## config.mk

```make
export PLATFORM = sky130hd
export DESIGN_NAME = cpu_core
export DESIGN_NICKNAME = d
export VERILOG_FILES = /design/src/verilog/cpu_pkg.sv /design/src/verilog/stage_bus_if.sv /design/src/verilog/cpu_core.sv /design/src/verilog/exec_stage.sv /design/src/verilog/fetch_stage.sv /design/src/verilog/regfile.sv /design/src/verilog/wb_stage.sv
export SDC_FILE = /design/constraint.sdc
export NUM_CORES = 2
export LEC_CHECK = 0
export BUFFER_PORTS_ARGS = -buffer_cell sky130_fd_sc_hd__clkbuf_2
export CAP_MARGIN = 20
export CORE_AREA = 2 2 537 539
export DETAILED_ROUTE_END_ITERATION = 10
export DIE_AREA = 0 0 539 541
export GPL_ROUTABILITY_DRIVEN = 0
export SLEW_MARGIN = 20
export SYNTH_ARGS = -nofsm -noshare
export SYNTH_HDL_FRONTEND = slang
export SYNTH_SLANG_ARGS = --single-unit
```

## constraint.sdc

```tcl
create_clock -name clock -period 9.25 [get_ports clock]
set_input_delay 1.3875 -clock clock [delete_from_list [all_inputs] [get_ports clock]]
set_output_delay 1.3875 -clock clock [all_outputs]
set_load 0.05 [all_outputs]
```

## src/verilog/cpu_pkg.sv

```systemverilog
package cpu_pkg;

	// datapath and register index widths
	localparam int XLEN       = 32;
	localparam int REG_ADDR_W = 5;

	localparam logic [XLEN-1:0] RESET_PC = 32'h0000_0000;

	// rv32i major opcodes in use
	localparam logic [6:0] OPC_LUI    = 7'b0110111;
	localparam logic [6:0] OPC_OPIMM  = 7'b0010011;
	localparam logic [6:0] OPC_OP     = 7'b0110011;
	localparam logic [6:0] OPC_BRANCH = 7'b1100011;
	localparam logic [6:0] OPC_JAL    = 7'b1101111;

	// funct3 encodings
	localparam logic [2:0] F3_ADD_SUB = 3'b000;
	localparam logic [2:0] F3_XOR     = 3'b100;
	localparam logic [2:0] F3_BEQ     = 3'b000;
	localparam logic [2:0] F3_BNE     = 3'b001;

	// fetch to execute
	typedef struct packed {
		logic [XLEN-1:0] pc;
		logic [XLEN-1:0] inst;
	} fs_to_es_t;

	// execute to writeback
	typedef struct packed {
		logic [XLEN-1:0]       pc;
		logic                  wen;
		logic [REG_ADDR_W-1:0] rd;
		logic [XLEN-1:0]       result;
	} es_to_ws_t;

endpackage

```

## src/verilog/stage_bus_if.sv

```systemverilog
`timescale 1ns/1ps

// valid/allowin handshake between two pipeline stages
interface stage_bus_if #(
	parameter type payload_t = logic
) ();

	logic     valid;
	logic     allowin;
	payload_t payload;

	modport src (
		output valid,
		output payload,
		input  allowin
	);

	modport dst (
		input  valid,
		input  payload,
		output allowin
	);

endinterface

```

## src/verilog/cpu_core.sv

```systemverilog
`timescale 1ns/1ps

module cpu_core (
	input  logic                           clock,
	input  logic                           arst_n_i,
	output logic                           inst_psel_o,
	output logic [cpu_pkg::XLEN-1:0]       inst_paddr_o,
	input  logic                           inst_pvalid_i,
	input  logic [cpu_pkg::XLEN-1:0]       inst_rdata_i,
	output logic                           retire_valid_o,
	input  logic                           retire_ready_i,
	output logic [cpu_pkg::XLEN-1:0]       retire_pc_o,
	output logic [cpu_pkg::REG_ADDR_W-1:0] retire_rd_o,
	output logic [cpu_pkg::XLEN-1:0]       retire_data_o
);

	logic                           redirect;
	logic [cpu_pkg::XLEN-1:0]       redirect_pc;
	logic                           wb_wen;
	logic [cpu_pkg::REG_ADDR_W-1:0] wb_rd;
	logic [cpu_pkg::XLEN-1:0]       wb_data;

	stage_bus_if #(.payload_t(cpu_pkg::fs_to_es_t)) fs_es ();
	stage_bus_if #(.payload_t(cpu_pkg::es_to_ws_t)) es_ws ();

	fetch_stage i_fetch_stage (
		.clock         (clock),
		.arst_n_i      (arst_n_i),
		.inst_psel_o   (inst_psel_o),
		.inst_paddr_o  (inst_paddr_o),
		.inst_pvalid_i (inst_pvalid_i),
		.inst_rdata_i  (inst_rdata_i),
		.redirect_i    (redirect),
		.redirect_pc_i (redirect_pc),
		.fs_es         (fs_es.src)
	);

	exec_stage i_exec_stage (
		.clock         (clock),
		.arst_n_i      (arst_n_i),
		.fs_es         (fs_es.dst),
		.es_ws         (es_ws.src),
		.wb_wen_i      (wb_wen),
		.wb_rd_i       (wb_rd),
		.wb_data_i     (wb_data),
		.redirect_o    (redirect),
		.redirect_pc_o (redirect_pc)
	);

	wb_stage i_wb_stage (
		.clock          (clock),
		.arst_n_i       (arst_n_i),
		.es_ws          (es_ws.dst),
		.retire_valid_o (retire_valid_o),
		.retire_ready_i (retire_ready_i),
		.retire_pc_o    (retire_pc_o),
		.retire_rd_o    (retire_rd_o),
		.retire_data_o  (retire_data_o),
		.wb_wen_o       (wb_wen),
		.wb_rd_o        (wb_rd),
		.wb_data_o      (wb_data)
	);

endmodule

```

## src/verilog/exec_stage.sv

```systemverilog
`timescale 1ns/1ps

module exec_stage (
	input  logic                           clock,
	input  logic                           arst_n_i,
	stage_bus_if.dst                       fs_es,
	stage_bus_if.src                       es_ws,
	input  logic                           wb_wen_i,
	input  logic [cpu_pkg::REG_ADDR_W-1:0] wb_rd_i,
	input  logic [cpu_pkg::XLEN-1:0]       wb_data_i,
	output logic                           redirect_o,
	output logic [cpu_pkg::XLEN-1:0]       redirect_pc_o
);

	logic                           es_valid_q;
	cpu_pkg::fs_to_es_t             es_q;
	logic [6:0]                     opcode;
	logic [2:0]                     funct3;
	logic [cpu_pkg::REG_ADDR_W-1:0] rd;
	logic [cpu_pkg::REG_ADDR_W-1:0] rs1;
	logic [cpu_pkg::REG_ADDR_W-1:0] rs2;
	logic [cpu_pkg::XLEN-1:0]       imm_i;
	logic [cpu_pkg::XLEN-1:0]       imm_u;
	logic [cpu_pkg::XLEN-1:0]       imm_b;
	logic [cpu_pkg::XLEN-1:0]       imm_j;
	logic [cpu_pkg::XLEN-1:0]       rdata1;
	logic [cpu_pkg::XLEN-1:0]       rdata2;
	logic [cpu_pkg::XLEN-1:0]       op1;
	logic [cpu_pkg::XLEN-1:0]       op2;
	logic [cpu_pkg::XLEN-1:0]       result;
	logic [cpu_pkg::XLEN-1:0]       target;
	logic                           wen;
	logic                           taken;
	logic                           fire_out;

	assign opcode = es_q.inst[6:0];
	assign rd     = es_q.inst[11:7];
	assign funct3 = es_q.inst[14:12];
	assign rs1    = es_q.inst[19:15];
	assign rs2    = es_q.inst[24:20];
	assign imm_i  = {{20{es_q.inst[31]}}, es_q.inst[31:20]};
	assign imm_u  = {es_q.inst[31:12], 12'b0};
	assign imm_b  = {{20{es_q.inst[31]}}, es_q.inst[7], es_q.inst[30:25],
		es_q.inst[11:8], 1'b0};
	assign imm_j  = {{12{es_q.inst[31]}}, es_q.inst[19:12], es_q.inst[20],
		es_q.inst[30:21], 1'b0};

	regfile i_regfile (
		.clock    (clock),
		.arst_n_i (arst_n_i),
		.raddr1_i (rs1),
		.raddr2_i (rs2),
		.rdata1_o (rdata1),
		.rdata2_o (rdata2),
		.wen_i    (wb_wen_i),
		.waddr_i  (wb_rd_i),
		.wdata_i  (wb_data_i)
	);

	// bypass from the instruction retiring this cycle
	assign op1 = (wb_wen_i && wb_rd_i != '0 && wb_rd_i == rs1) ? wb_data_i : rdata1;
	assign op2 = (wb_wen_i && wb_rd_i != '0 && wb_rd_i == rs2) ? wb_data_i : rdata2;

	always_comb begin
		wen    = 1'b0;
		result = '0;
		taken  = 1'b0;
		target = es_q.pc + imm_b;
		case (opcode)
			cpu_pkg::OPC_LUI: begin
				wen    = 1'b1;
				result = imm_u;
			end
			cpu_pkg::OPC_OPIMM: begin
				if (funct3 == cpu_pkg::F3_ADD_SUB) begin
					wen    = 1'b1;
					result = op1 + imm_i;
				end
			end
			cpu_pkg::OPC_OP: begin
				if (funct3 == cpu_pkg::F3_ADD_SUB) begin
					wen    = 1'b1;
					// bit 30 selects sub
					result = es_q.inst[30] ? op1 - op2 : op1 + op2;
				end else if (funct3 == cpu_pkg::F3_XOR) begin
					wen    = 1'b1;
					result = op1 ^ op2;
				end
			end
			cpu_pkg::OPC_BRANCH: begin
				if (funct3 == cpu_pkg::F3_BEQ) begin
					taken = (op1 == op2);
				end else if (funct3 == cpu_pkg::F3_BNE) begin
					taken = (op1 != op2);
				end
			end
			cpu_pkg::OPC_JAL: begin
				wen    = 1'b1;
				result = es_q.pc + 32'd4;
				taken  = 1'b1;
				target = es_q.pc + imm_j;
			end
			default: begin
			end
		endcase
	end

	assign fire_out      = es_valid_q & es_ws.allowin;
	assign redirect_o    = fire_out & taken;
	assign redirect_pc_o = target;
	// the slot behind a taken branch is wrong path, keep it out
	assign fs_es.allowin = (~es_valid_q | es_ws.allowin) & ~redirect_o;

	always_ff @(posedge clock or negedge arst_n_i) begin
		if (!arst_n_i) begin
			es_valid_q <= 1'b0;
		end else if (fs_es.valid & fs_es.allowin) begin
			es_valid_q <= 1'b1;
		end else if (fire_out) begin
			es_valid_q <= 1'b0;
		end
	end

	always_ff @(posedge clock) begin
		if (fs_es.valid & fs_es.allowin) begin
			es_q <= fs_es.payload;
		end
	end

	assign es_ws.valid          = es_valid_q;
	assign es_ws.payload.pc     = es_q.pc;
	assign es_ws.payload.wen    = wen;
	assign es_ws.payload.rd     = rd;
	assign es_ws.payload.result = result;

endmodule

```

## src/verilog/fetch_stage.sv

```systemverilog
`timescale 1ns/1ps

module fetch_stage (
	input  logic                     clock,
	input  logic                     arst_n_i,
	output logic                     inst_psel_o,
	output logic [cpu_pkg::XLEN-1:0] inst_paddr_o,
	input  logic                     inst_pvalid_i,
	input  logic [cpu_pkg::XLEN-1:0] inst_rdata_i,
	input  logic                     redirect_i,
	input  logic [cpu_pkg::XLEN-1:0] redirect_pc_i,
	stage_bus_if.src                 fs_es
);

	logic [cpu_pkg::XLEN-1:0] pc_q;
	logic [cpu_pkg::XLEN-1:0] pc_d;
	logic [cpu_pkg::XLEN-1:0] paddr_q;
	logic                     req_q;
	logic                     req_d;
	logic                     req_hold;
	logic                     stale_q;
	logic                     slot_valid_q;
	logic                     slot_valid_d;
	cpu_pkg::fs_to_es_t       slot_q;
	logic                     resp_fire;
	logic                     resp_take;

	assign resp_fire = req_q & inst_pvalid_i;
	// wrong-path data is dropped, also when the redirect lands with it
	assign resp_take = resp_fire & ~stale_q & ~redirect_i;
	assign req_hold  = req_q & ~inst_pvalid_i;

	always_comb begin
		pc_d = pc_q;
		if (redirect_i) begin
			pc_d = redirect_pc_i;
		end else if (resp_take) begin
			pc_d = pc_q + 32'd4;
		end
	end

	always_comb begin
		slot_valid_d = slot_valid_q;
		if (redirect_i) begin
			slot_valid_d = 1'b0;
		end else if (resp_take) begin
			slot_valid_d = 1'b1;
		end else if (fs_es.valid & fs_es.allowin) begin
			slot_valid_d = 1'b0;
		end
	end

	// one request at a time, only into an empty slot
	assign req_d = req_hold | ~slot_valid_d;

	always_ff @(posedge clock or negedge arst_n_i) begin
		if (!arst_n_i) begin
			pc_q         <= cpu_pkg::RESET_PC;
			req_q        <= 1'b0;
			stale_q      <= 1'b0;
			slot_valid_q <= 1'b0;
		end else begin
			pc_q         <= pc_d;
			req_q        <= req_d;
			slot_valid_q <= slot_valid_d;
			if (resp_fire) begin
				stale_q <= 1'b0;
			end else if (redirect_i & req_q) begin
				stale_q <= 1'b1;
			end
		end
	end

	// address frozen while the request is open
	always_ff @(posedge clock) begin
		if (req_d & ~req_hold) begin
			paddr_q <= pc_d;
		end
		if (resp_take) begin
			slot_q.pc   <= paddr_q;
			slot_q.inst <= inst_rdata_i;
		end
	end

	assign inst_psel_o   = req_q;
	assign inst_paddr_o  = paddr_q;
	assign fs_es.valid   = slot_valid_q;
	assign fs_es.payload = slot_q;

endmodule

```

## src/verilog/regfile.sv

```systemverilog
`timescale 1ns/1ps

module regfile (
	input  logic                           clock,
	input  logic                           arst_n_i,
	input  logic [cpu_pkg::REG_ADDR_W-1:0] raddr1_i,
	input  logic [cpu_pkg::REG_ADDR_W-1:0] raddr2_i,
	output logic [cpu_pkg::XLEN-1:0]       rdata1_o,
	output logic [cpu_pkg::XLEN-1:0]       rdata2_o,
	input  logic                           wen_i,
	input  logic [cpu_pkg::REG_ADDR_W-1:0] waddr_i,
	input  logic [cpu_pkg::XLEN-1:0]       wdata_i
);

	logic [cpu_pkg::XLEN-1:0] regs [32];

	always_ff @(posedge clock or negedge arst_n_i) begin
		if (!arst_n_i) begin
			for (int i = 0; i < 32; i++) begin
				regs[i] <= '0;
			end
		end else if (wen_i && waddr_i != '0) begin
			regs[waddr_i] <= wdata_i;
		end
	end

	// x0 is never written so it reads back zero
	assign rdata1_o = regs[raddr1_i];
	assign rdata2_o = regs[raddr2_i];

endmodule

```

## src/verilog/wb_stage.sv

```systemverilog
`timescale 1ns/1ps

module wb_stage (
	input  logic                           clock,
	input  logic                           arst_n_i,
	stage_bus_if.dst                       es_ws,
	output logic                           retire_valid_o,
	input  logic                           retire_ready_i,
	output logic [cpu_pkg::XLEN-1:0]       retire_pc_o,
	output logic [cpu_pkg::REG_ADDR_W-1:0] retire_rd_o,
	output logic [cpu_pkg::XLEN-1:0]       retire_data_o,
	output logic                           wb_wen_o,
	output logic [cpu_pkg::REG_ADDR_W-1:0] wb_rd_o,
	output logic [cpu_pkg::XLEN-1:0]       wb_data_o
);

	logic               ws_valid_q;
	cpu_pkg::es_to_ws_t ws_q;
	logic               commit_wen;

	assign es_ws.allowin = ~ws_valid_q | retire_ready_i;

	always_ff @(posedge clock or negedge arst_n_i) begin
		if (!arst_n_i) begin
			ws_valid_q <= 1'b0;
		end else if (es_ws.valid & es_ws.allowin) begin
			ws_valid_q <= 1'b1;
		end else if (retire_ready_i) begin
			ws_valid_q <= 1'b0;
		end
	end

	always_ff @(posedge clock) begin
		if (es_ws.valid & es_ws.allowin) begin
			ws_q <= es_ws.payload;
		end
	end

	// no-ops and x0 writes report as rd 0, data 0
	assign commit_wen     = ws_q.wen & (ws_q.rd != '0);
	assign retire_valid_o = ws_valid_q;
	assign retire_pc_o    = ws_q.pc;
	assign retire_rd_o    = commit_wen ? ws_q.rd : '0;
	assign retire_data_o  = commit_wen ? ws_q.result : '0;

	// register write lands on the retire edge
	assign wb_wen_o  = ws_valid_q & retire_ready_i & commit_wen;
	assign wb_rd_o   = ws_q.rd;
	assign wb_data_o = ws_q.result;

endmodule
```

### After elaboration in Yosys (flattened, before gate mapping)

Index checks and enable logic that the tools add are counted.

| word-level totals | value |
|---|---|
| input bits | 36 |
| bits in registers | 1291 |
| logic and storage cells | 143 |
| output and inout port bits | 103 |

| operators by class | value |
|---|---|
| $lt $le $gt $ge | 4 |
| add/subtract/negate cells | 7 |
| bitwise gates (word level) | 27 |
| reductions and logical operators | 10 |
| equal/unequal tests | 11 |
| mux-type cells | 37 |

Operators with widths:

| kind | count |
|---|---|
| $bwmux 1024 | 1 |
| $mux 32 | 15 |
| $bmux 32 s5 | 2 |
| $demux 32 s5 | 1 |
| $add 32x32->32 | 4 |
| $pmux 32 s4 | 1 |
| $add 32x3->32 const B | 2 |
| $eq 32x32->1 | 1 |
| $ne 32x32->1 | 1 |
| $sub 32x32->32 | 1 |
| $xor 32x32->32 | 1 |
| $ge 6x6->1 const B | 3 |
| $not 5->6 | 3 |
| $eq 7x6->1 const B | 2 |
| $eq 7x7->1 const B | 2 |
| $mux 1 | 14 |
| $and 1x1->1 | 13 |
| $eq 5x5->1 | 2 |
| $eq 7x5->1 const B | 1 |
| $not 1->1 | 7 |
| $lt 6x1->1 const B | 1 |
| $reduce_bool 2->1 | 3 |
| $mux 5 | 1 |
| $reduce_bool 5->1 | 1 |
| other kinds (8) | 13 |

### Depth between registers and ports, before layout

| logic depth | value |
|---|---|
| depth after elaboration | 20 |
| mapped depth | 23 |
| gate-level depth less buffers | 20 |

### Hierarchy

A second synthesis with hierarchy kept.

| unflattened totals | value |
|---|---|
| cell total of the unflattened synthesis | 6487 |
| area, all modules | 74704.1 µm² |

By module, submodules not included:

| module | area each (µm²) | cells each | times used | seq. area each (µm²) |
|---|---|---|---|---|
| regfile | 55927.4 | 4601 | 1 | 25624.6 |
| exec_stage | 10903.0 | 1347 | 1 | 1946.9 |
| fetch_stage | 4790.8 | 313 | 1 | 3758.6 |
| wb_stage | 3083.0 | 226 | 1 | 2127.0 |

### Worst setup path after synthesis

No wires, ideal clock.

| timing path | value |
|---|---|
| path kind | reg-to-reg |
| from | register i_exec_stage.es_q[15] (netlist bit) |
| to | register i_fetch_stage.slot_q (netlist bit i_fetch_stage.fs_es.payload[0]) (enable) |
| cell stages (with the launch flop) | 19 |
| library setup time | 0.566 ns |
| period minus slack after synthesis | 9.546 ns |
| required time | 8.684 ns |
| data arrival time | 8.980 ns |
| slack | -0.296 ns |
| buffers on the path | 5 |
| cell sequence | edfxtp_1 buf_2 buf_6 clkbuf_1 buf_1 mux4_2 mux4_2 mux2i_1 o21ai_0 ha_1 clkbuf_1 nor4_1 nand3_1 nor4_1 nand2_1 xnor2_1 nand3_1 a21boi_2 nor3_1 |

| on the way | value |
|---|---|
| cells in the longest elaborated chain, start to end | 12 |
| elaborated cells between the ends (all ways) | 15 |
| classes of those cells | eq/ne (3); mux (7); bitwise (4); reduce/logical (1) |

Ends and longest elaborated chain:

| what | RTL line | RTL |
|---|---|---|
| from (decl) | exec_stage.sv:16 | `cpu_pkg::fs_to_es_t es_q;` |
| from (signal assigned) | exec_stage.sv:126 | `es_q <= fs_es.payload;` |
| $not 5->6 (implied by the code) | regfile.sv:28 | `assign rdata1_o = regs[raddr1_i];` |
| $bmux 32 s5 | regfile.sv:28 |  |
| $mux 32 (implied by the code) (2 in a row) | regfile.sv:28 |  |
| $mux 32 * | exec_stage.sv:61 | `assign op1 = (wb_wen_i && wb_rd_i != '0 && wb_rd_i == rs1) ? wb_data_i : rdata1;` |
| $ne 32x32->1 | exec_stage.sv:94 | `taken = (op1 != op2);` |
| $mux 1 | exec_stage.sv:93 | `end else if (funct3 == cpu_pkg::F3_BNE) begin` |
| $mux 1 * | exec_stage.sv:91 | `if (funct3 == cpu_pkg::F3_BEQ) begin` |
| $pmux 1 s2 * | exec_stage.sv:69 | `case (opcode)` |
| $and 1x1->1 * | exec_stage.sv:109 | `assign redirect_o = fire_out & taken;` |
| $not 1->1 * | fetch_stage.sv:30 | `assign resp_take = resp_fire & ~stale_q & ~redirect_i;` |
| $and 1x1->1 * | fetch_stage.sv:30 |  |
| to (decl) | fetch_stage.sv:24 | `cpu_pkg::fs_to_es_t slot_q;` |

Every way passes the cells marked *; elsewhere a longest branch is shown, timed or not. The select of a mux whose other input is x is not followed.
A chain may end at the register's enable or synchronous reset.

### Worst setup path in the final report

| timing path | value |
|---|---|
| from | register i_exec_stage.es_q[16] (netlist bit) |
| to | register i_exec_stage.es_q[12] (netlist bit) (enable) |

| on the way | value |
|---|---|
| cells in the longest elaborated chain, start to end | 13 |
| elaborated cells between the ends (all ways) | 16 |
| classes of those cells | eq/ne (3); mux (7); bitwise (5); reduce/logical (1) |

Ends and longest elaborated chain:

| what | RTL line | RTL |
|---|---|---|
| $not 5->6 (implied by the code) | regfile.sv:28 |  |
| $bmux 32 s5 | regfile.sv:28 |  |
| $mux 32 (implied by the code) (2 in a row) | regfile.sv:28 |  |
| $mux 32 * | exec_stage.sv:61 |  |
| $ne 32x32->1 | exec_stage.sv:94 |  |
| $mux 1 | exec_stage.sv:93 |  |
| $mux 1 * | exec_stage.sv:91 |  |
| $pmux 1 s2 * | exec_stage.sv:69 |  |
| $and 1x1->1 * | exec_stage.sv:109 |  |
| $not 1->1 * | exec_stage.sv:112 | `assign fs_es.allowin = (~es_valid_q \| es_ws.allowin) & ~redirect_o;` |
| $and 1x1->1 * | exec_stage.sv:112 |  |
| $and 1x1->1 * | exec_stage.sv:125 | `if (fs_es.valid & fs_es.allowin) begin` |

Marks and branches as above.

==> results.sh <==
export IMPL_status="completed"
export IMPL_port_buffers=138
export IMPL_yosys_top_cells_area="dfrtp_1 (37%), mux4_2 (20%), mux2_2 (16%)"
export IMPL_final_cell_mix="dfrtp_1 (1061), mux2_2 (996), mux4_2 (640)"
export IMPL_cp_required_ns=9.74
export IMPL_drc=0
export IMPL_synth_xor_xnor_area_share_pct=1.75
export IMPL_synth_largest_area_cell="dfrtp_1"
export IMPL_synth_avg_cell_area_um2=14.4
export IMPL_grt_pass1_vias=46800
export IMPL_fin_crit_ns=7.49
export IMPL_netlist_instances=4939
export IMPL_cts_resized=0
export IMPL_io_pins=139
export IMPL_drive_gt1_share_pct=43.9
export IMPL_grt_overflow=0
export IMPL_dieArea_mm2=0.292
export IMPL_ys_flop_type="dfrtp_1"
export IMPL_synth_cell_type_count=70
export IMPL_ir_worst_vdd_mv=0.232
export IMPL_async_flop_share_pct=82.2
export IMPL_synth_area_mm2=0.0711
export IMPL_first_pass_iters=6
export IMPL_crit_type="reg2reg"
export IMPL_antenna_left=0
export IMPL_power_density_mw_per_mm2=308
export IMPL_worstHoldPathType="reg2reg"
export IMPL_worstMarginPinSlew_ns=1.21
export IMPL_finalCritPeriodShare_pct=81.0
export IMPL_drt_wirelength_per_cell_um=25.6
export IMPL_die_height_um=541
export IMPL_yosysSeqAreaShare_pct=47.1
export IMPL_synth_top_family_by_area="multiplexers"
export IMPL_mostFrequentLayoutCell="dfrtp_1"
export IMPL_slew_violations=0
export IMPL_wl_mm=225
export IMPL_met2_length_mm=102
export IMPL_synthToLayoutAreaGrowth_pct=14.5
export IMPL_min_from="i_exec_stage.i_regfile.regs[1019]"
export IMPL_cts_sinks=1291
export IMPL_num_vias=45600
export IMPL_fmax_mhz=134
export IMPL_hold_violations=0
export IMPL_top_layer="met5"
export IMPL_crit_path_start="i_exec_stage.es_q[16]"
export IMPL_critPathMaxFanout=65
export IMPL_cts_setup_buffers=0
export IMPL_yosys_warnings=0
export IMPL_cap_violations=0
export IMPL_worstSetupStartpointType="flip-flop"
export IMPL_grt_max_degree=167
export IMPL_core_area_mm2=0.286
export IMPL_clock_path_buffers=3
export IMPL_netlist_area_leader_share_pct=37.4
export IMPL_drt_iter0_markers=4559
export IMPL_synthAdderAreaFrac_pct=2.31
export IMPL_clkLatencyLatePin_ns=0.82
export IMPL_hpwl_mm=141
export IMPL_rsz0062_at_grt="false"
export IMPL_p_leak_nw=34.9
export IMPL_h_tree_depth=4
export IMPL_viasPerCell=5.19
export IMPL_grt_use_total_pct=15.2
export IMPL_yosys_area_share_simple_pct=3.92
export IMPL_path_clk_slew_ns=0.06
export IMPL_antenna_found_initial=8
export IMPL_worstReg2RegStart="i_exec_stage.es_q[16]"
export IMPL_root_buffer="clkbuf_16"
export IMPL_nets=5059
export IMPL_finalSetupViolCount=0
export IMPL_synth_fp_nets=5104
export IMPL_critPathCaptureType="flip-flop"
export IMPL_dieWidth_um=539
export IMPL_fin_setup_tns_ns=0
export IMPL_initial_core_util_pct=24.8
export IMPL_numCtsBuffers=145
export IMPL_synth_edf_count=230
export IMPL_row_count=197
export IMPL_cts_tree="done"
export IMPL_grt_pass1_wl_mm=331
export IMPL_final_util_pct=28.4
export IMPL_slew_limit_headroom_pct=19.3
export IMPL_cts_hold_buf=0
export IMPL_ys_ff_latch=1291
export IMPL_finalClockSkew_ns=0.0562
export IMPL_muxShareOfSynthArea_pct=37.0
export IMPL_met1_length_mm=98.4
export IMPL_critical_path_arrival_ns=7.98
export IMPL_wl_met3_mm=16.1
export IMPL_synth_compound_area_share_pct=4.84
cells by family after synthesis:
| logic type | after synthesis |
|---|---|
| XOR/XNOR | 142 |
| buffers and inverters | 542 |
| multiplexers | 1705 |
| AO/OA/AOI/OAI | 540 |
| flip-flops | 1291 |
| AND/OR/NAND/NOR | 590 |
| adder cells (fa/ha/maj) | 129 |
worst paths after layout:
check / endpoint / slack (ns) / cells past startpoint
setup reg to reg: i_exec_stage.es_q[12] / 1.76 / 17
hold / removal: i_exec_stage.i_regfile.regs[1019] / 0.39 / 0
setup / recovery: i_exec_stage.es_q[12] / 1.76 / 17
max in group asynchronous: i_exec_stage.i_regfile.regs[382] / 6.81 / 3
min in group asynchronous: i_exec_stage.i_regfile.regs[994] / 0.49 / 1
hold reg to reg: i_exec_stage.i_regfile.regs[1019] / 0.39 / 0
synth_stat cells, drive strengths merged (6+ instances only):
cell and number:
dfrtp 1061, mux2 998, mux4 640, clkbuf 342, edfxtp 230, nor2 172
nand2 167, a21oi 158, buf 131, o21ai 127, ha 125, xnor2 93
a21o 70, inv 68, mux2i 67, nand3 54, xor2 49, and2 42
nor3 35, nand2b 27, a211oi 20, o211ai 20, and3 19, nor2b 18
a22oi 16, nand4 16, a31oi 15, o221ai 15, o21a 14, o21bai 11
nor4 10, or3 9, a211o 8, o311ai 8, o31ai 8, or2 7
a221o 6
critical path: stages (launching register included):
cell and delay (ns):
edfxtp_1 0.97, buf_12 0.35, buf_4 0.31, mux4_2 0.33, mux4_2 0.50, mux2i_1 0.63
o21ai_0 0.44, ha_1 0.51, nand4_1 0.31, nor4_1 0.55, nand2_1 0.24, xnor2_1 0.18
nand3_1 0.17, a21boi_4 0.10, buf_4 0.32, nand2b_1 0.27, a21oi_4 0.48, buf_12 0.31
state kept, by name, summed over array words and instances (netlist names), 5 cells and up:
register and cells:
i_exec_stage.es_q 27, i_exec_stage.i_regfile.regs 1024, i_wb_stage.retire_pc_o 32, i_fetch_stage.inst_paddr_o 32, i_fetch_stage.fs_es.payload 64, i_wb_stage.wb_rd_o 5
i_exec_stage.es_ws.payload 37, i_fetch_stage.pc_q 32, i_wb_stage.wb_data_o 32
routing by layer:
metal / vias up / track usage [%]
met5: - / 0
met4: 2 / 5.75
met3: 407 / 2.81
met2: 1890 / 23.6
met1: 24500 / 21.0
li1: 18900 / -
final cells by class:
type	count	area [µm²]
Antenna cell	3	7.51
Clock buffer	202	4140
Clock inverter	62	896
Fill cell	28700	205000
Inverter	69	259
Multi-Input combinational cell	3106	35700
Sequential cell	1291	33500
Tap cell	3781	4730
Timing Repair Buffer	281	2160
through the flow:
| step | setup WS [ns] | instance area (µm²) | std cells | total power, mW | hold slack [ns] |
|---|---|---|---|---|---|
| 2_1_floorplan | 0.792 | 71100 | 4939 | 16.0 | 0.400 |
| 3_3_place_gp | 1.67 | 76200 | 8520 | 18.7 | 0.376 |
| 3_5_place_dp | 1.85 | 76200 | 8522 | 18.9 | 0.384 |
| 4_1_cts | 1.81 | 81200 | 8786 | 25.1 | 0.396 |
| 5_1_grt | 1.41 | 81300 | 8792 | 26.3 | 0.402 |
| 6_report | 1.76 | 81300 | 8795 | 25.0 | 0.395 |
where the power goes:
group	switching, mW	total (mW)	leakage [nW]	internal (mW)
Sequential	1.35	8.94	16.7	7.59
Clock	2.56	6.05	2.46	3.49
Combinational	5.50	10.1	15.7	4.55
Total	9.41	25.0	34.9	15.6
No activity file was read; power rests on OpenSTA's default activity.
